## src/verilog/axi_mem_pkg.sv

```systemverilog
package axi_mem_pkg;

    localparam int ADDR_WIDTH = 32;              // byte address
    localparam int DATA_WIDTH = 32;
    localparam int STRB_WIDTH = DATA_WIDTH / 8;  // one strobe per byte lane
    localparam int ID_WIDTH = 2;
    localparam int WAIT_WIDTH = 4;               // memory response wait states, 0..15
    localparam int LIMIT_WIDTH = 16;             // stall limit and request count

    // address channel, shared by AR and AW
    typedef struct packed {
        logic [ID_WIDTH-1:0]   id;
        logic [ADDR_WIDTH-1:0] addr;
        logic [2:0]            size;  // log2 of bytes per beat
    } axi_addr_t;

    // write data channel
    typedef struct packed {
        logic [DATA_WIDTH-1:0] data;
        logic [STRB_WIDTH-1:0] strb;
        logic                  last;  // always set, single beat
    } axi_w_t;

    // read response channel, resp field omitted since every response is OKAY
    typedef struct packed {
        logic [ID_WIDTH-1:0]   id;
        logic [DATA_WIDTH-1:0] data;
        logic                  last;
    } axi_r_t;

    // write response channel
    typedef struct packed {
        logic [ID_WIDTH-1:0] id;
    } axi_b_t;

endpackage

```

## src/verilog/mem_ctrl_regs.sv

```systemverilog
`timescale 1ns/1ps

// settings and status beside the master and the memory
module mem_ctrl_regs (
    input  logic clk,
    input  logic rst,

    input  logic                                reg_we,
    input  logic [1:0]                          reg_addr,
    input  logic [axi_mem_pkg::LIMIT_WIDTH-1:0] reg_wdata,
    output logic [axi_mem_pkg::LIMIT_WIDTH-1:0] reg_rdata,

    input  logic                                new_request,  // counted
    input  logic                                stall,        // watchdog pulse
    output logic [axi_mem_pkg::WAIT_WIDTH-1:0]  wait_states,
    output logic [axi_mem_pkg::LIMIT_WIDTH-1:0] stall_limit
);
    localparam int LW = axi_mem_pkg::LIMIT_WIDTH;
    localparam int WW = axi_mem_pkg::WAIT_WIDTH;

    logic          stall_flag;  // sticky
    logic [LW-1:0] req_cnt;     // wraps

    // address 0 and 1 are plain read/write
    always_ff @(posedge clk) begin
        if (rst) begin
            wait_states <= '0;
            stall_limit <= LW'(64);
        end else if (reg_we) begin
            case (reg_addr)
                2'd0: wait_states <= reg_wdata[WW-1:0];
                2'd1: stall_limit <= reg_wdata;
                default: ;  // 2 clears the flag below, 3 is read-only
            endcase
        end
    end

    // a stall in the same cycle beats the clearing write
    always_ff @(posedge clk) begin
        if (rst) stall_flag <= 1'b0;
        else if (stall) stall_flag <= 1'b1;
        else if (reg_we && reg_addr == 2'd2) stall_flag <= 1'b0;
    end

    always_ff @(posedge clk) begin
        if (rst) req_cnt <= '0;
        else if (new_request) req_cnt <= req_cnt + 1'b1;
    end

    always_comb begin
        case (reg_addr)
            2'd0: reg_rdata = LW'(wait_states);
            2'd1: reg_rdata = stall_limit;
            2'd2: reg_rdata = LW'(stall_flag);
            default: reg_rdata = req_cnt;
        endcase
    end

endmodule

```

## config.mk

```make
export PLATFORM = sky130hd
export DESIGN_NAME = mem_ctrl_regs
export DESIGN_NICKNAME = d
export VERILOG_FILES = /design/src/verilog/axi_mem_pkg.sv /design/src/verilog/mem_ctrl_regs.sv
export SDC_FILE = /design/constraint.sdc
export NUM_CORES = 1
export LEC_CHECK = 0
export ABC_AREA = 0
export BUFFER_PORTS_ARGS = -buffer_cell sky130_fd_sc_hd__buf_2
export CAP_MARGIN = 25
export CORE_ASPECT_RATIO = 0.5
export CORE_MARGIN = 2
export CORE_UTILIZATION = 37
export CTS_CLUSTER_DIAMETER = 150
export DETAILED_ROUTE_END_ITERATION = 10
export PLACE_DENSITY = 0.67
export SLEW_MARGIN = 40
export SYNTH_ARGS = -nofsm -noshare
export SYNTH_HDL_FRONTEND = slang
export SYNTH_SLANG_ARGS = --single-unit
```

## constraint.sdc

```tcl
create_clock -name clk -period 1.6 [get_ports clk]
set_input_delay 0.24 -clock clk [delete_from_list [all_inputs] [get_ports clk]]
set_output_delay 0.24 -clock clk [all_outputs]
set_load 0.1 [all_outputs]
```

# --- Word-level counts from Yosys, hierarchy flattened ---
# Cells that the tools add are included.
word_totals:
  regBits: 37
  latchBits: 0
  mem_bits_rw: 0
  romBits: 0
  inputBits: 23
  word_cells: 15
  mem_count: 0
op_classes:
  n_addsub: 1
  mul: 0
  div_mod_pow: 0
  order_cmp: 0
  n_eq_ne: 2
  shifts: 0
  n_mux: 3
  bitwise: 0
  n_reduce_logical: 5
op_table:
  columns: ["operator", "count"]
  rows:
  - ["$pmux W16 S3", 1]
  - ["$add A16 B1 Y16 const B", 1]
  - ["$reduce_and A2 Y1", 2]
  - ["$eq A2 B1 Y1 const B", 1]
  - ["$eq A2 B2 Y1 const B", 1]
  - ["$logic_not A2 Y1", 1]
  - ["$mux W1", 2]
  - ["$reduce_bool A2 Y1", 1]
  - ["$logic_and A1 B1 Y1", 1]

# --- Longest topological paths before layout ---
logic_depth:
  word_depth: 4
  ltp_mapped: 6
  depth_no_buf: 4

# --- Worst setup path before layout ---
# No wires, ideal clock.
synth_path:
  path_type: "flip-flop to output port"
  from: "reg stall_limit[1] (netlist bit)"
  to: "out reg_rdata[1] (netlist bit)"
  arrival_ns: 3.244
  required_time_ns: 1.360
  path_slack_ns: -1.884
  path_stages_with_launch: 3
  n_path_buf: 0
  cell_sequence: "dfxtp_1 mux2i_1 o21ai_0"
synth_via:
  elab_chain_len: 1
synth_lines:
  columns: ["element", "line_no", "text"]
  rows:
  - ["start, declared", "mem_ctrl_regs.sv:16", "output logic [axi_mem_pkg::LIMIT_WIDTH-1:0] stall_limit"]
  - ["start signal, assigned", "mem_ctrl_regs.sv:32", "2'd1: stall_limit <= reg_wdata;"]
  - ["$pmux W16 S3", "mem_ctrl_regs.sv:51", "case (reg_addr)"]
  - ["end, declared", "mem_ctrl_regs.sv:11", "output logic [axi_mem_pkg::LIMIT_WIDTH-1:0] reg_rdata,"]
# Every way passes these cells.

# --- Worst setup path in the final report ---
layout_path:
  from: "reg req_cnt[0]"
  to: "out reg_rdata[0] (netlist bit)"
layout_via:
  elab_chain_len: 1
layout_lines:
  columns: ["element", "line_no", "text"]
  rows:
  - ["start, declared", "mem_ctrl_regs.sv:22", "logic [LW-1:0] req_cnt;"]
  - ["start signal, assigned", "mem_ctrl_regs.sv:47", "else if (new_request) req_cnt <= req_cnt + 1'b1;"]
  - ["$pmux W16 S3", "mem_ctrl_regs.sv:51", null]
# Every way passes these cells.

==> results.cfg <==
[run_status]
outcome = finished clean

[drt]
dr.pass1.iters = 6
ant_nets = 0
via_per_inst = 4.89
drc = 0
wl_per_cell_um = 14.1
finalWirelength_um = 4780
drt_first_iter_violations = 55
dr_total_vias = 1661

[sta]
slew_viol_final = 0
max_freq_mhz = 634
slew_headroom = 0.674
min_period_over_period = 0.985
final-hold-violation-count = 0
setup_tns_ns = 0
period_needed_ns = 1.58
whs_ns = 0.166
fin_skew_ns = 0.0109
worstMarginPinSlew_ns = 0.493
setup_viol = 0

[global_route]
grt_start_max_net_pins = 23
gr-usage-all-layers = 0.191
grt_antenna_before_repair = 0
grt_first_pass_wirelength_um = 7770
grt_pass1_vias = 1641
grt_overflow = 0

[pwr]
vdd_ir_drop_max_v = 0.000402
p_per_area_nw_per_um2 = 734
finalPower_mw = 2.02
p_leak_nw = 1.17

[critical_path]
start_kind = register
cp.required_ns = 1.36
r2r_cells = 4
r2r_start = req_cnt[8]$_SDFFE_PP0P_
crit_path_end_kind = primary output
critPathKind = register to primary output
cp.arrival_ns = 1.34
reg2reg_slack_ns = 0.05
r2r_end = req_cnt[15]$_SDFFE_PP0P_
crit_fanout = 4

[clocking]
cts.htree.levels = 2
cts_sinks = 37
cts_tree = built
clock-root-buffer = clkbuf_8
path_clk_slew_ns = 0.07
cts_buffers = 5
worstSkewPairLatency_ns = 0.28
cts_max_path_buffers = 2
postCtsHoldBufs = 0

[logic_synthesis]
synth_edf_count = 0
synth_area_sq_um = 1780
synth_warnings = 0
ys.flop_type = dfxtp_1
yosysMostFrequentCell = dfxtp_1
ys_seq_elements = 37
syn_avg_cell_area_sq_um = 8.64
synth.top_cells.by_count = dfxtp_1 (37), nand2_1 (35), a21oi_1 (21), mux2i_1 (20), nor2_1 (16)
synth_top_cell_by_area = dfxtp_1
ys_seq_area_frac = 0.416
syn_inst = 206
synth_cell_types = 32
synth_nets = 230
synth_top_area_frac = 0.416
ys_top_cells_by_area = dfxtp_1 (42%), mux2i_1 (11%), nand2_1 (7.4%)
async_flop_share = 0

[layout]
stdcell_area_sq_um = 2750
seqCellArea_sq_um = 813
multi_input_area_sq_um = 1100
n_antenna_cell = 0
area_growth_pct = 54.7
fillCellCount = 394
layout.nets = 297
drive_above_1_share = 0.464

[placement]
place_area_sq_um = 2650
portBuffers = 58
place.gp.congestion = 0.771
dp_hpwl_um = 3530

[floorplanning]
die-area_sq_um = 5410
ios = 59
die-width_um = 102
die_h_um = 53.0
start_util = 0.395
coreArea_sq_um = 4510
row_count = 17

[min_path]
hold_class = input port to register
min_path_cells = 3
min_to = stall_limit[6]$_SDFFE_PP1P_
min_from = reg_wdata[6]

[flow_run]
max_cap_violations = 0
-- cell type report --
cell class	instances	share of cell area
Sequential cell	37	0.295
Multi-Input combinational cell	155	0.400
Clock buffer	7	0.0277
Clock inverter	1	0.00182
Tap cell	66	0.0300
Timing Repair Buffer	74	0.245
-- cells by family (layout without fill, tap and decap cells) --
| family | count (synthesis) | in the layout | share of synthesized area |
|---|---|---|---|
| AND/OR/NAND/NOR | 94 | 94 | 0.278 |
| flip-flops | 37 | 37 | 0.416 |
| XOR/XNOR | 9 | 9 | 0.0443 |
| multiplexers | 22 | 22 | 0.132 |
| AO/OA/AOI/OAI | 29 | 29 | 0.0844 |
| buffers and inverters | 14 | 82 | 0.0387 |
| adder cells (fa/ha/maj) | 1 | 1 | 0.00703 |
-- routing by layer --
layer  share of wire  GRT usage  wire (um)  vias up
met5               0          0          0        -
met2            0.48      0.334       2310       41
li1                -          -          -      838
met3           0.037     0.0449        177        2
met4          0.0029     0.0489         14        0
met1            0.48      0.239       2280      780
-- sequential cells by signal, indices dropped and copies added (netlist names) --
name and flops:
stall_flag 1, req_cnt 16, wait_states 4, stall_limit 16
-- critical path, stage by stage (launching register included) --
cell,delay [ns]
dfxtp_2,0.35
mux4_2,0.51
buf_12,0.19
-- repair_timing --
| action | 4_1_cts | 5_1_grt |
|---|---|---|
| setup endpoints to repair | 3 | 4 |
| gates resized for setup | 3 | 7 |
| cloned | 0 | 0 |
| buffers inserted | 0 | 0 |
-- worst max-delay path by stage --
stage                                      startpoint                  endpoint  cells after the start  slack (ns)
after CTS                     req_cnt[8]$_SDFFE_PP0P_  req_cnt[15]$_SDFFE_PP0P_                      4        0.01
after floorplan           stall_limit[0]$_SDFFE_PP0P_              reg_rdata[0]                      1        0.01
after detailed placement      req_cnt[5]$_SDFFE_PP0P_  req_cnt[14]$_SDFFE_PP0P_                      4       -0.02
after global placement        req_cnt[5]$_SDFFE_PP0P_  req_cnt[14]$_SDFFE_PP0P_                      4        0.04
final                         req_cnt[0]$_SDFFE_PP0P_              reg_rdata[0]                      2        0.02
after global routing          req_cnt[0]$_SDFFE_PP0P_              reg_rdata[0]                      2      -0.006
-- cells in the final DEF (no fill, tap or decap), drive strengths merged, types with 2 or more instances in the layout --
cell / instances
a21oi: 21
and2: 2
and4: 2
buf: 74
clkbuf: 7
dfxtp: 37
mux2i: 20
nand2: 36
nand3: 9
nand3b: 3
nand4: 5
nor2: 16
nor2b: 13
o21ai: 6
o31ai: 2
or3: 3
or4: 2
xor2: 8
-- report_power, final --
group / internal, mW / leakage, nW / switching (mW)
clock: 0.306 / 0.0422 / 0.315
sequential: 0.926 / 0.315 / 0.0202
combinational: 0.144 / 0.812 / 0.308
-- per-stage QoR --
step / util / setup slack [ns] / instances
2_1_floorplan: - / 0.00983 / 206
3_3_place_gp: 0.587 / 0.0448 / 332
3_5_place_dp: 0.587 / -0.0177 / 332
4_1_cts: 0.607 / 0.0106 / 340
5_1_grt: 0.610 / -0.00637 / 340
6_report: 0.610 / 0.0239 / 340
(Power assumes the default switching activity.)
