==> config.mk <==
export PLATFORM = sky130hd
export DESIGN_NAME = axi_master
export DESIGN_NICKNAME = d
export VERILOG_FILES = /design/src/verilog/axi_mem_pkg.sv /design/src/verilog/set_clr_reg.sv /design/src/verilog/axi_master.sv
export SDC_FILE = /design/constraint.sdc
export NUM_CORES = 1
export LEC_CHECK = 0
export ABC_CLOCK_PERIOD_IN_PS = 2700
export CAP_MARGIN = 25
export CORE_AREA = 2 2 130 132
export DETAILED_ROUTE_END_ITERATION = 10
export DIE_AREA = 0 0 132 134
export DONT_BUFFER_PORTS = 1
export GPL_TIMING_DRIVEN = 1
export PLACE_DENSITY_LB_ADDON = 0.2
export SETUP_SLACK_MARGIN = 0.15
export SLEW_MARGIN = 20
export SYNTH_ARGS = -nofsm -noshare
export SYNTH_HDL_FRONTEND = slang
export SYNTH_SLANG_ARGS = --single-unit
==> constraint.sdc <==
create_clock -name clk -period 2.7 [get_ports clk]
set_input_delay 0.405 -clock clk [delete_from_list [all_inputs] [get_ports clk]]
set_output_delay 0.405 -clock clk [all_outputs]
set_load 0.005 [all_outputs]
==> src/verilog/axi_mem_pkg.sv <==
package axi_mem_pkg;

    localparam int ADDR_WIDTH = 32;              // byte address
    localparam int DATA_WIDTH = 32;
    localparam int STRB_WIDTH = DATA_WIDTH / 8;  // one strobe per byte lane
    localparam int ID_WIDTH = 2;
    localparam int WAIT_WIDTH = 4;               // memory response wait states, 0..15
    localparam int LIMIT_WIDTH = 16;             // stall limit and request count

    // address channel, shared by AR and AW
    typedef struct packed {
        logic [ID_WIDTH-1:0]   id;
        logic [ADDR_WIDTH-1:0] addr;
        logic [2:0]            size;  // log2 of bytes per beat
    } axi_addr_t;

    // write data channel
    typedef struct packed {
        logic [DATA_WIDTH-1:0] data;
        logic [STRB_WIDTH-1:0] strb;
        logic                  last;  // always set, single beat
    } axi_w_t;

    // read response channel, resp field omitted since every response is OKAY
    typedef struct packed {
        logic [ID_WIDTH-1:0]   id;
        logic [DATA_WIDTH-1:0] data;
        logic                  last;
    } axi_r_t;

    // write response channel
    typedef struct packed {
        logic [ID_WIDTH-1:0] id;
    } axi_b_t;

endpackage

==> src/verilog/set_clr_reg.sv <==
`timescale 1ns/1ps

// one-bit flag, set and clear take effect on the next edge
module set_clr_reg #(
    parameter bit SET_OVER_CLR = 1'b0,  // winner when set and clr collide
    parameter bit RST_VALUE = 1'b0
) (
    input  logic clk,
    input  logic rst,
    input  logic set,
    input  logic clr,
    output logic result
);

    always_ff @(posedge clk) begin
        if (rst) begin
            result <= RST_VALUE;
        end else if (SET_OVER_CLR) begin
            result <= set | (result & ~clr);  // set wins
        end else begin
            result <= (set | result) & ~clr;  // clr wins
        end
    end

endmodule

==> src/verilog/axi_master.sv <==
`timescale 1ns/1ps

// single-beat AXI master, one transaction outstanding
module axi_master #(
    parameter int ID = 1
) (
    input  logic clk,
    input  logic rst,

    // request port
    input  logic                               new_request,  // strobe, only while ready_out
    input  logic                               we,
    input  logic [axi_mem_pkg::ADDR_WIDTH-1:0] addr,
    input  logic [2:0]                         size,
    input  logic [axi_mem_pkg::DATA_WIDTH-1:0] data_in,
    input  logic [axi_mem_pkg::STRB_WIDTH-1:0] wstrb,
    output logic                               ready_out,
    output logic                               valid_out,    // one-cycle read completion
    output logic [axi_mem_pkg::DATA_WIDTH-1:0] data_out,

    // AXI channels
    output axi_mem_pkg::axi_addr_t ar,
    output logic                   arvalid,
    input  logic                   arready,
    output axi_mem_pkg::axi_addr_t aw,
    output logic                   awvalid,
    input  logic                   awready,
    output axi_mem_pkg::axi_w_t    w,
    output logic                   wvalid,
    input  logic                   wready,
    input  axi_mem_pkg::axi_r_t    r,        // rready tied high
    input  logic                   rvalid,
    input  axi_mem_pkg::axi_b_t    b,        // bready tied high
    input  logic                   bvalid,

    // watchdog
    input  logic [axi_mem_pkg::LIMIT_WIDTH-1:0] stall_limit,
    output logic                                stall
);
    localparam logic [axi_mem_pkg::ID_WIDTH-1:0] MY_ID = ID[axi_mem_pkg::ID_WIDTH-1:0];

    axi_mem_pkg::axi_addr_t                req_q;       // same address payload for AR and AW
    logic [axi_mem_pkg::DATA_WIDTH-1:0]    wdata_q;
    logic [axi_mem_pkg::STRB_WIDTH-1:0]    wstrb_q;
    logic                                  r_hit;       // read response for this master
    logic                                  b_hit;
    logic [axi_mem_pkg::LIMIT_WIDTH-1:0]   stall_cnt;

    // payload capture, no reset needed
    always_ff @(posedge clk) begin
        if (new_request) begin
            req_q.id <= MY_ID;
            req_q.addr <= addr;
            req_q.size <= size;
            wdata_q <= data_in;
            wstrb_q <= wstrb;
        end
    end

    assign ar = req_q;
    assign aw = req_q;
    assign w = '{data: wdata_q, strb: wstrb_q, last: wvalid};

    assign r_hit = rvalid & (r.id == MY_ID);
    assign b_hit = bvalid & (b.id == MY_ID);

    // idle flag, a response to our ID ends the transaction
    set_clr_reg #(.SET_OVER_CLR(1'b0), .RST_VALUE(1'b1)) ready_m (
        .clk,
        .rst,
        .set    (r_hit | b_hit),
        .clr    (new_request),
        .result (ready_out)
    );

    set_clr_reg #(.SET_OVER_CLR(1'b1), .RST_VALUE(1'b0)) arvalid_m (
        .clk,
        .rst,
        .set    (new_request & ~we),
        .clr    (arready),           // drops on the transfer edge
        .result (arvalid)
    );

    // AW and W raised together, the memory takes both on one edge
    set_clr_reg #(.SET_OVER_CLR(1'b1), .RST_VALUE(1'b0)) awvalid_m (
        .clk,
        .rst,
        .set    (new_request & we),
        .clr    (awready),
        .result (awvalid)
    );

    set_clr_reg #(.SET_OVER_CLR(1'b1), .RST_VALUE(1'b0)) wvalid_m (
        .clk,
        .rst,
        .set    (new_request & we),
        .clr    (wready),
        .result (wvalid)
    );

    always_ff @(posedge clk) begin
        if (rst) valid_out <= 1'b0;
        else valid_out <= r_hit;     // pulse on the completing edge
    end

    always_ff @(posedge clk) begin
        if (r_hit) data_out <= r.data;
    end

    // busy cycle counter, saturates rather than wrapping
    always_ff @(posedge clk) begin
        if (rst | ready_out) begin
            stall_cnt <= '0;
        end else if (stall_cnt != '1) begin
            stall_cnt <= stall_cnt + 1'b1;
        end
    end

    assign stall = stall_cnt > stall_limit;  // high every cycle past the limit

    // requester must honour the handshake
    a_req_when_ready: assert property (@(posedge clk) disable iff (rst)
        new_request |-> ready_out);

endmodule

# Yosys cells after proc, flatten, opt, wreduce, memory -nomap -nowiden
# Cells that the tools add are included.
# Widths: inputs -> output; s select.
dict set report word_totals {
  elab_cells 35
  out_inout_bits 149
  inputBits 133
  regBits 124
}
dict set report op_classes {
  eq_ne 3
  n_bitwise 19
  order_cmp 1
  n_addsub 1
}
# op count
set ops {}
lappend ops {{$add 16x1->16 const B} 1}
lappend ops {{$gt 16x16->1} 1}
lappend ops {{$ne 16x16->1 const B} 1}
lappend ops {{$and 1x1->1} 8}
lappend ops {{$or 1x1->1} 6}
lappend ops {{$not 1->1} 5}
lappend ops {{$eq 2x1->1 const B} 2}

# Longest topological paths before layout
# Gate-level depths: netlist of the first run.
dict set report logic_depth {
  depth_word 5
  mapped_depth 6
  ltp_nobuf 6
}

# Cells and area by module
# A second synthesis of the first run with hierarchy kept.
dict set report unflattened {
  hier_cells 316
  hier_area_um2 4795.8
}
# mod area_per_inst_um2 seq_area_each_um2 cells_each n_inst
set modules_own_cells {}
lappend modules_own_cells {axi_master 4644.5 3433.3 301 1}
lappend modules_own_cells {{set_clr_reg (arvalid_m ...)} 38.8 20.0 4 3}
lappend modules_own_cells {{set_clr_reg (ready_m)} 35.0 20.0 3 1}

# Least setup slack after synthesis of the first run
# No wires, ideal clock.
dict set report synth_timing {
  kind {input port to flip-flop}
  start {input rvalid}
  end {register data_out[0] (netlist name) (enable)}
  required_ns 2.277
  setup_ns 0.423
  n_path_buf 0
  arrival_time_ns 1.855
  path_stages 2
  path_slack_ns 0.423
  path_cell_list {nand2_1 nor2_1}
}
dict set report synth_between {
  elab_chain_cells 1
}
# element line_no
set synth_rtl {}
lappend synth_rtl {{start: declaration} axi_master.sv:32} ;# input logic rvalid,
lappend synth_rtl {{$and 1x1->1} axi_master.sv:64} ;# assign r_hit = rvalid & (r.id == MY_ID);
lappend synth_rtl {{via r_hit} axi_master.sv:45} ;# logic r_hit;
lappend synth_rtl {{end signal: assignment} axi_master.sv:107} ;# if (r_hit) data_out <= r.data;
lappend synth_rtl {{end: declaration} axi_master.sv:19} ;# output logic [axi_mem_pkg::DATA_WIDTH-1:0] data_out,
# The timed path passes the listed nets, and every way through them passes these cells.
# A chain may end at the register's enable or synchronous reset.

# Worst setup path after layout of the first run
dict set report layout_timing {
  start {register stall_cnt[14] (netlist name)}
  end {output stall}
}
dict set report layout_between {
  elab_chain_cells 1
}
# element line_no
set layout_rtl {}
lappend layout_rtl {{start: declaration} axi_master.sv:47} ;# logic [axi_mem_pkg::LIMIT_WIDTH-1:0] stall_cnt;
lappend layout_rtl {{start signal: assignment} axi_master.sv:115} ;# stall_cnt <= stall_cnt + 1'b1;
lappend layout_rtl {{$gt 16x16->1} axi_master.sv:119} ;# assign stall = stall_cnt > stall_limit;
lappend layout_rtl {{end: declaration} axi_master.sv:38} ;# output logic stall
# Every way passes these cells.

==> flow_metrics.env, run 1 <==
export IMPL_r2r_cells=5
export IMPL_swShare=0.207
export IMPL_via_density=4.56
export IMPL_slew_viol_final=0
export IMPL_post_place_cells=490
export IMPL_hold_path_class="in -> reg"
export IMPL_ir_drop_mv=0.411
export IMPL_status="finished clean"
export IMPL_timing_worst_slew_pin_value_ns=0.664
export IMPL_crit_arrival_ns=2.05
export IMPL_first_global_vias=2444
export IMPL_post_synthesis_cell_type_with_the_largest_combined_area="sky130_fd_sc_hd__edfxtp_1"
export IMPL_grt_start_max_net_pins=75
export IMPL_r2r_setup_slack_ns=0.70
export IMPL_grt_total_ovfl=0
export IMPL_grt_antenna_before_repair=1
export IMPL_detailed_route_drc_error_count=0
export IMPL_timing_hold_violations_final=0
export IMPL_critical_path_endpoint_type="primary output"
export IMPL_timing_worst_setup_path_type="reg -> out"
export IMPL_pin_count=282
export IMPL_min_to="arvalid_m.result"
export IMPL_finalWeightedCongestion=0.736
export IMPL_multiInputGateArea_um2=877
export IMPL_power_density_nw_per_um2=848
export IMPL_yosys_top_cells_count="103 x sky130_fd_sc_hd__edfxtp_1, 40 x sky130_fd_sc_hd__buf_4, 21 x sky130_fd_sc_hd__dfxtp_1, 17 x sky130_fd_sc_hd__ha_1, 17 x sky130_fd_sc_hd__inv_1"
export IMPL_mappedNetlistArea_um2=4770
export IMPL_asyncSetResetFlopFracSynth=0
export IMPL_synth_most_common_cell="sky130_fd_sc_hd__edfxtp_1"
export IMPL_synth_top_area_frac=0.649
export IMPL_layout_cells_sized_above_1=0.146
export IMPL_post_dp_hpwl_um=7990
export IMPL_critical_path_peak_fanout=5
export IMPL_synth_cells=312
export IMPL_startpoint="stall_cnt[14]"
export IMPL_area_sequential_um2=3520
export IMPL_detail_route_first_pass_iterations=4
export IMPL_tritoncts_buffers=17
export IMPL_cts_root_buf="sky130_fd_sc_hd__clkbuf_16"
export IMPL_grt_pass1_wl_um=15100
export IMPL_report_final_setup_viol=0
export IMPL_drt_iter0_markers=110
export IMPL_total_power_mw=4.52
export IMPL_tritoncts="done"
export IMPL_dpl_cell_area_um2=4750
export IMPL_worstSkewPairLatency_ns=0.41
export IMPL_finClkSkew_ns=0.00926
export IMPL_finalCritPeriodShare=0.908
export IMPL_required_time_worst_endpoint_ns=2.30
export IMPL_die_h_um=134
export IMPL_dieWidth_um=132
export IMPL_core_area_um2=16300
export IMPL_hold_path_depth=1
export IMPL_nFillCells=1592
export IMPL_fin_area_um2=5330
export IMPL_antenna_violating_nets_post_route=0
export IMPL_initial_utilization=0.293
export IMPL_insertedDiodeCount=0
export IMPL_yosys_warnings=0
export IMPL_rsz_0062_raised_after_global_routing="no"
export IMPL_synth_ff_type="sky130_fd_sc_hd__edfxtp_1"
export IMPL_clock_fmax_ghz=0.408
export IMPL_signed_area_change_from_the_synthesized_netlist_to_the_final_layout_pct=11.9
export IMPL_dieArea_um2=17700
export IMPL_power_clock_fraction=0.481
export IMPL_synth_sequential_area_ratio=0.737
export IMPL_row_count=47
export IMPL_critPathLaunchType="register"
export IMPL_port_buffers=0
export IMPL_combinational_share_of_power=0.011
export IMPL_ctsHtreeMaxLevel=4
export IMPL_globalRouteTotalUtil=0.119
export IMPL_power_leakage_nw=1.88
export IMPL_detail_route_wirelength_um=10600
export IMPL_cts_max_path_buffers=2
export IMPL_worst_r2r_endpoint="stall_cnt[15]"
export IMPL_power_frac_seq=0.508
export IMPL_hold_bufs_at_cts=0
export IMPL_syn_area_per_cell_um2=15.3
export IMPL_post_cts_setup_buffers=0
export IMPL_synth_top_cells_by_area="sky130_fd_sc_hd__edfxtp_1 65%, sky130_fd_sc_hd__dfxtp_1 8.8%, sky130_fd_sc_hd__buf_4 6.3%"
export IMPL_reg_to_reg_startpoint="stall_cnt[0]"
export IMPL_post_layout_nonfiller_instances=521
export IMPL_detail_route_wl_per_cell_um=20.4
export IMPL_setup_tns_ns=0
export IMPL_finalNetCount=439
export IMPL_max_slew_margin_rel=0.553
export IMPL_vias=2377
export IMPL_netlist_cell_type_count=45
export IMPL_synth_seq_cells=124
export IMPL_internal_power_of_the_cells_mw=3.58
export IMPL_number_of_max_capacitance_violations_reported=0
export IMPL_finalWorstPathRequiredPeriod_ns=2.45
export IMPL_layout_core_utilization=0.327
export IMPL_min_from="rst"
export IMPL_synth_enable_flop_cells=103
export IMPL_tritoncts_num_sinks=124
export IMPL_p_switching_mw=0.937
export IMPL_clkTransAtPathRegs_ns=0.05
==> per-stage QoR <==
stage,hold slack [ns],worst slack [ns]
2_1_floorplan,0.455,0.423
3_3_place_gp,0.477,0.589
3_5_place_dp,0.477,0.543
4_1_cts,0.0327,0.157
5_1_grt,0.0415,0.153
6_report,0.0593,0.249
==> worst max path at each step <==
stage | end | slack, ns
after floorplan | data_out[0] | 0.42
after global placement | stall | 0.59
after detailed placement | stall | 0.54
after CTS | stall | 0.16
after global routing | stall | 0.15
final | stall | 0.25
==> layout make-up <==
class,count,area share
Multi-Input combinational cell,127,0.165
Clock inverter,13,0.0265
Sequential cell,124,0.660
Clock buffer,18,0.0805
Timing Repair Buffer,2,0.00516
Tap cell,220,0.0516
Inverter,17,0.0120
==> worst max-delay path: stages (launching register included) <==
cell                      delay, ns
sky130_fd_sc_hd__dfxtp_1       0.41
sky130_fd_sc_hd__ha_1          0.29
sky130_fd_sc_hd__nand4_1       0.20
sky130_fd_sc_hd__nor2_1        0.09
sky130_fd_sc_hd__a221o_1       0.33
sky130_fd_sc_hd__o31a_1        0.32
==> sequential cells by signal, summed over array words and instances (netlist names), 4 cells and up <==
signal     count
ar            35
data_out      32
stall_cnt     16
wdata_q       32
wstrb_q        4
==> metal layers <==
metal | wire length [um] | vias up | GRT usage | share of wire
met3 | 935 | 14 | 0.0597 | 0.088
met5 | 0 | - | 0 | 0
met2 | 5630 | 163 | 0.198 | 0.53
met1 | 3840 | 1128 | 0.124 | 0.36
li1 | - | 1072 | - | -
met4 | 225 | 0 | 0.0622 | 0.021
==> cells in the final DEF (no fill, tap or decap), types with 2 or more instances in the layout <==
master / Yosys / routed
sky130_fd_sc_hd__nand2_1: 11 / 11
sky130_fd_sc_hd__o21ai_0: 6 / 6
sky130_fd_sc_hd__and2_1: 2 / 2
sky130_fd_sc_hd__inv_6: 0 / 4
sky130_fd_sc_hd__edfxtp_1: 103 / 103
sky130_fd_sc_hd__clkbuf_16: 0 / 17
sky130_fd_sc_hd__ha_1: 17 / 17
sky130_fd_sc_hd__a21oi_1: 16 / 16
sky130_fd_sc_hd__bufinv_16: 0 / 2
sky130_fd_sc_hd__nor4_1: 3 / 2
sky130_fd_sc_hd__nand4_2: 2 / 2
sky130_fd_sc_hd__clkinv_4: 0 / 2
sky130_fd_sc_hd__nand4_1: 5 / 5
sky130_fd_sc_hd__o31ai_1: 3 / 3
sky130_fd_sc_hd__dfxtp_1: 21 / 18
sky130_fd_sc_hd__nand3_1: 7 / 7
sky130_fd_sc_hd__and3_1: 3 / 3
sky130_fd_sc_hd__or3_1: 2 / 2
sky130_fd_sc_hd__clkinv_2: 0 / 2
sky130_fd_sc_hd__or4_1: 4 / 4
sky130_fd_sc_hd__a21o_1: 2 / 2
sky130_fd_sc_hd__or3_2: 2 / 2
sky130_fd_sc_hd__dfxtp_2: 0 / 3
sky130_fd_sc_hd__conb_1: 2 / 4
sky130_fd_sc_hd__nor3_1: 3 / 3
sky130_fd_sc_hd__clkinvlp_4: 0 / 2
sky130_fd_sc_hd__xor2_1: 2 / 2
sky130_fd_sc_hd__nand2b_1: 4 / 4
sky130_fd_sc_hd__nor2_1: 10 / 9
sky130_fd_sc_hd__inv_1: 17 / 17
==> cell families (layout without fill, tap and decap cells) <==
logic type,after synthesis,after routing,synth area share
flops,124,124,0.737
buf+inv,63,50,0.0822
xor+xnor,3,3,0.00551
other cells,2,4,0.00158
compound gates,38,38,0.0499
fa+ha+maj,17,17,0.0446
simple gates,64,64,0.0769
mux,1,1,0.00210
==> what timing repair did <==
item                       CTS  global route
setup endpoints to repair    0             1
hold endpoints to repair     0             0
gates resized for setup      0             4
==> power groups by stage <==
stage / clock network, mW / registers [mW] / logic (mW)
after global placement: 0 / 2.34 / 0.0459
after detailed placement: 0 / 2.34 / 0.0479
after floorplan: 0 / 2.30 / 0.102
final: 2.18 / 2.30 / 0.0480
after CTS: 2.25 / 2.30 / 0.0482
after global routing: 2.35 / 2.31 / 0.0568
(Power assumes the default switching activity.)
==> run 2, diff against run 1 <==
--- a/config.mk
+++ b/config.mk
@@ -6,14 +6,14 @@
 export NUM_CORES = 1
 export LEC_CHECK = 0
 export ABC_CLOCK_PERIOD_IN_PS = 2700
-export CAP_MARGIN = 25
 export CORE_AREA = 2 2 130 132
 export DETAILED_ROUTE_END_ITERATION = 10
 export DIE_AREA = 0 0 132 134
 export DONT_BUFFER_PORTS = 1
 export GPL_TIMING_DRIVEN = 1
 export PLACE_DENSITY_LB_ADDON = 0.2
-export SETUP_SLACK_MARGIN = 0.15
+export REMOVE_ABC_BUFFERS = 1
+export SETUP_SLACK_MARGIN = 0.3
 export SLEW_MARGIN = 20
 export SYNTH_ARGS = -nofsm -noshare
 export SYNTH_HDL_FRONTEND = slang
==> flow_metrics.env, run 2 (synthesis gave the netlist of run 1 again) <==
export IMPL_via_density=4.51
export IMPL_grt_total_ovfl=0
export IMPL_pre_cts_ws_ns=0.481
export IMPL_grt_start_max_net_pins=75
export IMPL_row_count=47
export IMPL_clkTransAtPathRegs_ns=0.06
export IMPL_setup_tns_ns=0
export IMPL_tritoncts_num_sinks=124
export IMPL_dpl_cell_area_um2=4740
export IMPL_initial_utilization=0.293
export IMPL_busiest_layer="met2"
export IMPL_timing_worst_setup_path_type="reg -> out"
export IMPL_critPathLaunchType="register"
export IMPL_cts_max_path_buffers=2
export IMPL_nFillCells=1583
export IMPL_ctsHtreeMaxLevel=4
export IMPL_ir_drop_mv=0.405
export IMPL_pin_count=282
export IMPL_critical_path_peak_fanout=4
export IMPL_finalWorstPathRequiredPeriod_ns=2.37
export IMPL_r2r_setup_slack_ns=0.75
export IMPL_critical_path_endpoint_type="primary output"
export IMPL_max_slew_margin_rel=0.543
export IMPL_area_sequential_um2=3540
export IMPL_insertedDiodeCount=0
export IMPL_drt_iter0_markers=126
export IMPL_dieArea_um2=17700
export IMPL_detail_route_wl_per_cell_um=20.3
export IMPL_power_leakage_nw=1.93
export IMPL_post_dp_hpwl_um=7960
export IMPL_timing_hold_violations_final=0
export IMPL_finClkSkew_ns=0.00707
export IMPL_detail_route_wirelength_um=10800
export IMPL_post_place_cells=490
export IMPL_tritoncts="done"
export IMPL_signed_area_change_from_the_synthesized_netlist_to_the_final_layout_pct=15.1
export IMPL_required_time_worst_endpoint_ns=2.30
export IMPL_layout_cells_most_common_list="103 x sky130_fd_sc_hd__edfxtp_1, 17 x sky130_fd_sc_hd__inv_1, 17 x sky130_fd_sc_hd__clkbuf_16"
export IMPL_clock_fmax_ghz=0.421
export IMPL_globalRouteTotalUtil=0.119
export IMPL_number_of_max_capacitance_violations_reported=0
export IMPL_port_buffers=0
export IMPL_worstSkewPairLatency_ns=0.41
export IMPL_report_final_setup_viol=0
export IMPL_grt_pass1_wl_um=15100
export IMPL_detailed_route_drc_error_count=0
export IMPL_slew_viol_final=0
export IMPL_final_common_cell="sky130_fd_sc_hd__edfxtp_1"
export IMPL_detail_route_first_pass_iterations=4
export IMPL_power_density_nw_per_um2=854
export IMPL_cts_root_buf="sky130_fd_sc_hd__clkbuf_16"
export IMPL_finalCritPeriodShare=0.879
export IMPL_layout_cells_sized_above_1=0.214
export IMPL_hold_path_class="in -> reg"
export IMPL_rsz_0062_raised_after_global_routing="yes"
export IMPL_fin_area_um2=5490
export IMPL_post_layout_nonfiller_instances=529
export IMPL_finalWeightedCongestion=0.736
export IMPL_finalNetCount=446
export IMPL_first_global_vias=2437
export IMPL_grt_antenna_before_repair=2
export IMPL_dieWidth_um=132
export IMPL_tritoncts_buffers=17
export IMPL_vias=2386
export IMPL_use_met3=0.0646
export IMPL_grt_use_met1=0.115
export IMPL_total_power_mw=4.68
export IMPL_core_area_um2=16300
export IMPL_setup_ws_ns=0.327
export IMPL_die_h_um=134
export IMPL_status="finished clean"
export IMPL_timing_worst_slew_pin_value_ns=0.680
export IMPL_largest_reg_flops=35
export IMPL_crit_arrival_ns=1.97
export IMPL_antenna_violating_nets_post_route=0
export IMPL_multiInputGateArea_um2=931
export IMPL_met2_usage=0.204
[run 2: metal layers]
layer | wire length, um | part of all wire
met1 | 3870 | 0.36
met5 | 9 | 0.00084
met2 | 5680 | 0.53
met3 | 986 | 0.092
met4 | 205 | 0.019
[run 2: final timing paths]
path	cells past startpoint	from	endpoint
hold / removal	1	rst	wvalid_m.result
hold reg to reg	2	stall_cnt[7]	stall_cnt[7]
setup reg to reg	5	stall_cnt[1]	stall_cnt[15]
setup / recovery	5	stall_cnt[11]	stall
[run 2: area by class of cell]
| type | count | share of cell area |
|---|---|---|
| Sequential cell | 124 | 0.645 |
| Clock inverter | 15 | 0.0340 |
| Inverter | 17 | 0.0116 |
| Clock buffer | 17 | 0.0776 |
| Multi-Input combinational cell | 127 | 0.170 |
| Tap cell | 220 | 0.0502 |
| Timing Repair Buffer | 9 | 0.0123 |
[run 2: critical path, cell delays in order (launching register included)]
cell and delay [ns]:
sky130_fd_sc_hd__dfxtp_4 0.36, sky130_fd_sc_hd__ha_4 0.26, sky130_fd_sc_hd__nand4_1 0.19, sky130_fd_sc_hd__nor4_2 0.37
sky130_fd_sc_hd__a21boi_2 0.21, sky130_fd_sc_hd__o31a_1 0.16
[run 2: power by group]
part | total [mW] | internal [mW] | switching (mW)
Combinational | 0.0505 | 0.0192 | 0.0313
Clock | 2.34 | 1.47 | 0.873
Sequential | 2.29 | 2.20 | 0.0902
[run 2: what timing repair did]
action / in CTS / in global routing
gates cloned: 0 / 0
buffers inserted: 3 / 4
pin swaps: 3 / 5
endpoints found under the setup margin: 1 / 1
hold buffers: 0 / 0
gates resized for setup: 16 / 5
[run 2: per-stage QoR]
step | hold slack, ns | util
floorplan | 0.455 | -
global placement | 0.480 | 0.291
detailed placement | 0.480 | 0.291
CTS | 0.0320 | 0.334
global route | 0.0317 | 0.337
finish | 0.0615 | 0.337
==> run 3, diff against run 2 <==
--- a/config.mk
+++ b/config.mk
@@ -5,10 +5,11 @@
 export SDC_FILE = /design/constraint.sdc
 export NUM_CORES = 1
 export LEC_CHECK = 0
+export ABC_AREA = 1
 export ABC_CLOCK_PERIOD_IN_PS = 2700
-export CORE_AREA = 2 2 130 132
+export CORE_AREA = 2 2 146 119
 export DETAILED_ROUTE_END_ITERATION = 10
-export DIE_AREA = 0 0 132 134
+export DIE_AREA = 0 0 148 121
 export DONT_BUFFER_PORTS = 1
 export GPL_TIMING_DRIVEN = 1
 export PLACE_DENSITY_LB_ADDON = 0.2
==> flow_metrics.env, run 3 <==
export IMPL_port_buffers=0
export IMPL_power_clock_fraction=0.472
export IMPL_dieArea_um2=17900
export IMPL_min_from="rst"
export IMPL_swShare=0.215
export IMPL_pin_count=282
export IMPL_vias=2547
export IMPL_status="finished clean"
export IMPL_grt_total_ovfl=0
export IMPL_synth_top_area_frac=0.637
export IMPL_power_density_nw_per_um2=826
export IMPL_post_cts_resize_count=0
export IMPL_finClkSkew_ns=0.00597
export IMPL_mappedNetlistArea_um2=4850
export IMPL_p_switching_mw=0.959
export IMPL_yosys_top_cells_count="103 x sky130_fd_sc_hd__edfxtp_1, 57 x sky130_fd_sc_hd__nand2_1, 42 x sky130_fd_sc_hd__inv_1, 40 x sky130_fd_sc_hd__buf_4, 29 x sky130_fd_sc_hd__nor2_1"
export IMPL_detail_route_first_pass_iterations=4
export IMPL_cts_max_path_buffers=2
export IMPL_synth_most_common_cell="sky130_fd_sc_hd__edfxtp_1"
export IMPL_report_final_setup_viol=0
export IMPL_asyncSetResetFlopFracSynth=0
export IMPL_via_density=4.39
export IMPL_power_leakage_nw=2.04
export IMPL_first_global_vias=2443
export IMPL_finalWeightedCongestion=0.763
export IMPL_detail_route_wl_per_cell_um=18.4
export IMPL_layout_core_utilization=0.329
export IMPL_setup_tns_ns=0
export IMPL_antenna_violating_nets_post_route=0
export IMPL_ctsHtreeMaxLevel=4
export IMPL_worstSkewPairLatency_ns=0.40
export IMPL_synth_top_cells_by_area="sky130_fd_sc_hd__edfxtp_1 64%, sky130_fd_sc_hd__dfxtp_1 8.7%, sky130_fd_sc_hd__buf_4 6.2%"
export IMPL_timing_worst_setup_path_type="reg -> out"
export IMPL_tritoncts_buffers=17
export IMPL_grt_start_max_net_pins=74
export IMPL_finalNetCount=497
export IMPL_reg_to_reg_startpoint="stall_cnt[1]"
export IMPL_insertedDiodeCount=0
export IMPL_required_time_worst_endpoint_ns=2.30
export IMPL_timing_hold_violations_final=0
export IMPL_critical_path_peak_fanout=4
export IMPL_post_dp_hpwl_um=8040
export IMPL_synth_enable_flop_cells=103
export IMPL_power_frac_seq=0.516
export IMPL_yosys_warnings=0
export IMPL_syn_area_per_cell_um2=13.3
export IMPL_cts_root_buf="sky130_fd_sc_hd__clkbuf_16"
export IMPL_initial_utilization=0.296
export IMPL_slew_viol_final=0
export IMPL_number_of_max_capacitance_violations_reported=0
export IMPL_layout_cells_sized_above_1=0.111
export IMPL_signed_area_change_from_the_synthesized_netlist_to_the_final_layout_pct=11.1
export IMPL_largest_reg_flops=35
export IMPL_critPathLaunchType="register"
export IMPL_detail_route_wirelength_um=10700
export IMPL_tritoncts_num_sinks=124
export IMPL_globalRouteTotalUtil=0.113
export IMPL_ir_drop_mv=0.386
export IMPL_final_common_cell="sky130_fd_sc_hd__edfxtp_1"
export IMPL_clock_fmax_ghz=0.472
export IMPL_clkTransAtPathRegs_ns=0.06
export IMPL_synth_ff_type="sky130_fd_sc_hd__edfxtp_1"
export IMPL_crit_arrival_ns=1.71
export IMPL_finalWorstPathRequiredPeriod_ns=2.12
export IMPL_dpl_cell_area_um2=4840
export IMPL_synth_seq_cells=124
export IMPL_finalCritPeriodShare=0.784
export IMPL_row_count=42
export IMPL_fin_area_um2=5390
export IMPL_synth_sequential_area_ratio=0.724
export IMPL_critical_path_endpoint_type="primary output"
export IMPL_nFillCells=1651
export IMPL_dieWidth_um=148
export IMPL_post_synthesis_cell_type_with_the_largest_combined_area="sky130_fd_sc_hd__edfxtp_1"
export IMPL_synth_cells=366
export IMPL_core_area_um2=16400
export IMPL_hold_bufs_at_cts=0
export IMPL_detailed_route_drc_error_count=0
export IMPL_rsz_0062_raised_after_global_routing="no"
export IMPL_layout_cells_most_common_list="103 x sky130_fd_sc_hd__edfxtp_1, 57 x sky130_fd_sc_hd__nand2_1, 42 x sky130_fd_sc_hd__inv_1"
export IMPL_internal_power_of_the_cells_mw=3.49
export IMPL_die_h_um=121
export IMPL_combinational_share_of_power=0.012
export IMPL_netlist_cell_type_count=27
export IMPL_drt_iter0_markers=160
export IMPL_grt_antenna_before_repair=1
export IMPL_tritoncts="done"
export IMPL_grt_pass1_wl_um=14500
export IMPL_post_cts_setup_buffers=0
export IMPL_hold_path_class="in -> reg"
export IMPL_startpoint="stall_cnt[7]"
[run 3: cell count changes after synthesis, sizes merged, moves of 5 or more]
cell | before | now
nand2 | 11 | 57
inv | 17 | 42
nor2 | 10 | 29
nand3 | 7 | 15
a21oi | 16 | 11
[run 3: final timing paths]
check / to / slack (ns) / depth (start not counted)
setup / recovery: stall / 0.58 / 7
setup reg to reg: stall_cnt[0] / 0.78 / 7
hold reg to reg: awvalid_m.result / 0.51 / 2
hold / removal: wvalid_m.result / 0.06 / 1
[run 3: area by class of cell]
cell class                      instances  area, um2  area share
Clock buffer                           18        429      0.0796
Clock inverter                         14        125      0.0232
Inverter                               42        158      0.0292
Multi-Input combinational cell        160        876       0.162
Sequential cell                       124       3510       0.652
Tap cell                              220        275      0.0511
Timing Repair Buffer                    2       15.0     0.00278
[run 3: kinds of logic after synthesis]
group | Yosys count | share of synthesized area
flops | 124 | 0.724
fa+ha+maj | 17 | 0.0438
buf+inv | 84 | 0.0977
xor+xnor | 3 | 0.00541
other cells | 2 | 0.00155
compound gates | 23 | 0.0258
simple gates | 113 | 0.102
[run 3: through the flow]
| stage | total power, mW | instances | hold WS, ns | worst slack (ns) |
|---|---|---|---|---|
| 5_1_grt | 4.62 | 580 | 0.0337 | 0.444 |
| 4_1_cts | 4.53 | 580 | 0.0348 | 0.517 |
| 6_report | 4.45 | 580 | 0.0618 | 0.582 |
| 3_3_place_gp | 2.39 | 548 | 0.478 | 0.821 |
| 3_5_place_dp | 2.39 | 548 | 0.480 | 0.771 |
| 2_1_floorplan | 2.35 | 326 | 0.449 | 0.398 |
[run 3: metal layers]
layer | track usage | vias to the layer above | part of all wire
li1 | - | 1168 | -
met1 | 0.135 | 1210 | 0.41
met2 | 0.175 | 159 | 0.49
met3 | 0.0564 | 8 | 0.087
met4 | 0.0446 | 2 | 0.011
met5 | 0 | - | 0.0015
[run 3: power by group through the flow]
stage	clock network [mW]	registers [mW]	logic [mW]
2_1_floorplan	0	2.31	0.0390
3_3_place_gp	0	2.34	0.0514
3_5_place_dp	0	2.34	0.0546
4_1_cts	2.18	2.30	0.0549
5_1_grt	2.25	2.31	0.0631
6_report	2.10	2.30	0.0533
[run 3: critical path: stages (launching register included)]
cell                      delay [ns]
sky130_fd_sc_hd__dfxtp_1        0.36
sky130_fd_sc_hd__ha_1           0.31
sky130_fd_sc_hd__nand2_1        0.06
sky130_fd_sc_hd__nor2_1         0.20
sky130_fd_sc_hd__nand2_1        0.08
sky130_fd_sc_hd__nand2_1        0.08
sky130_fd_sc_hd__nand2_1        0.05
sky130_fd_sc_hd__a21oi_1        0.17
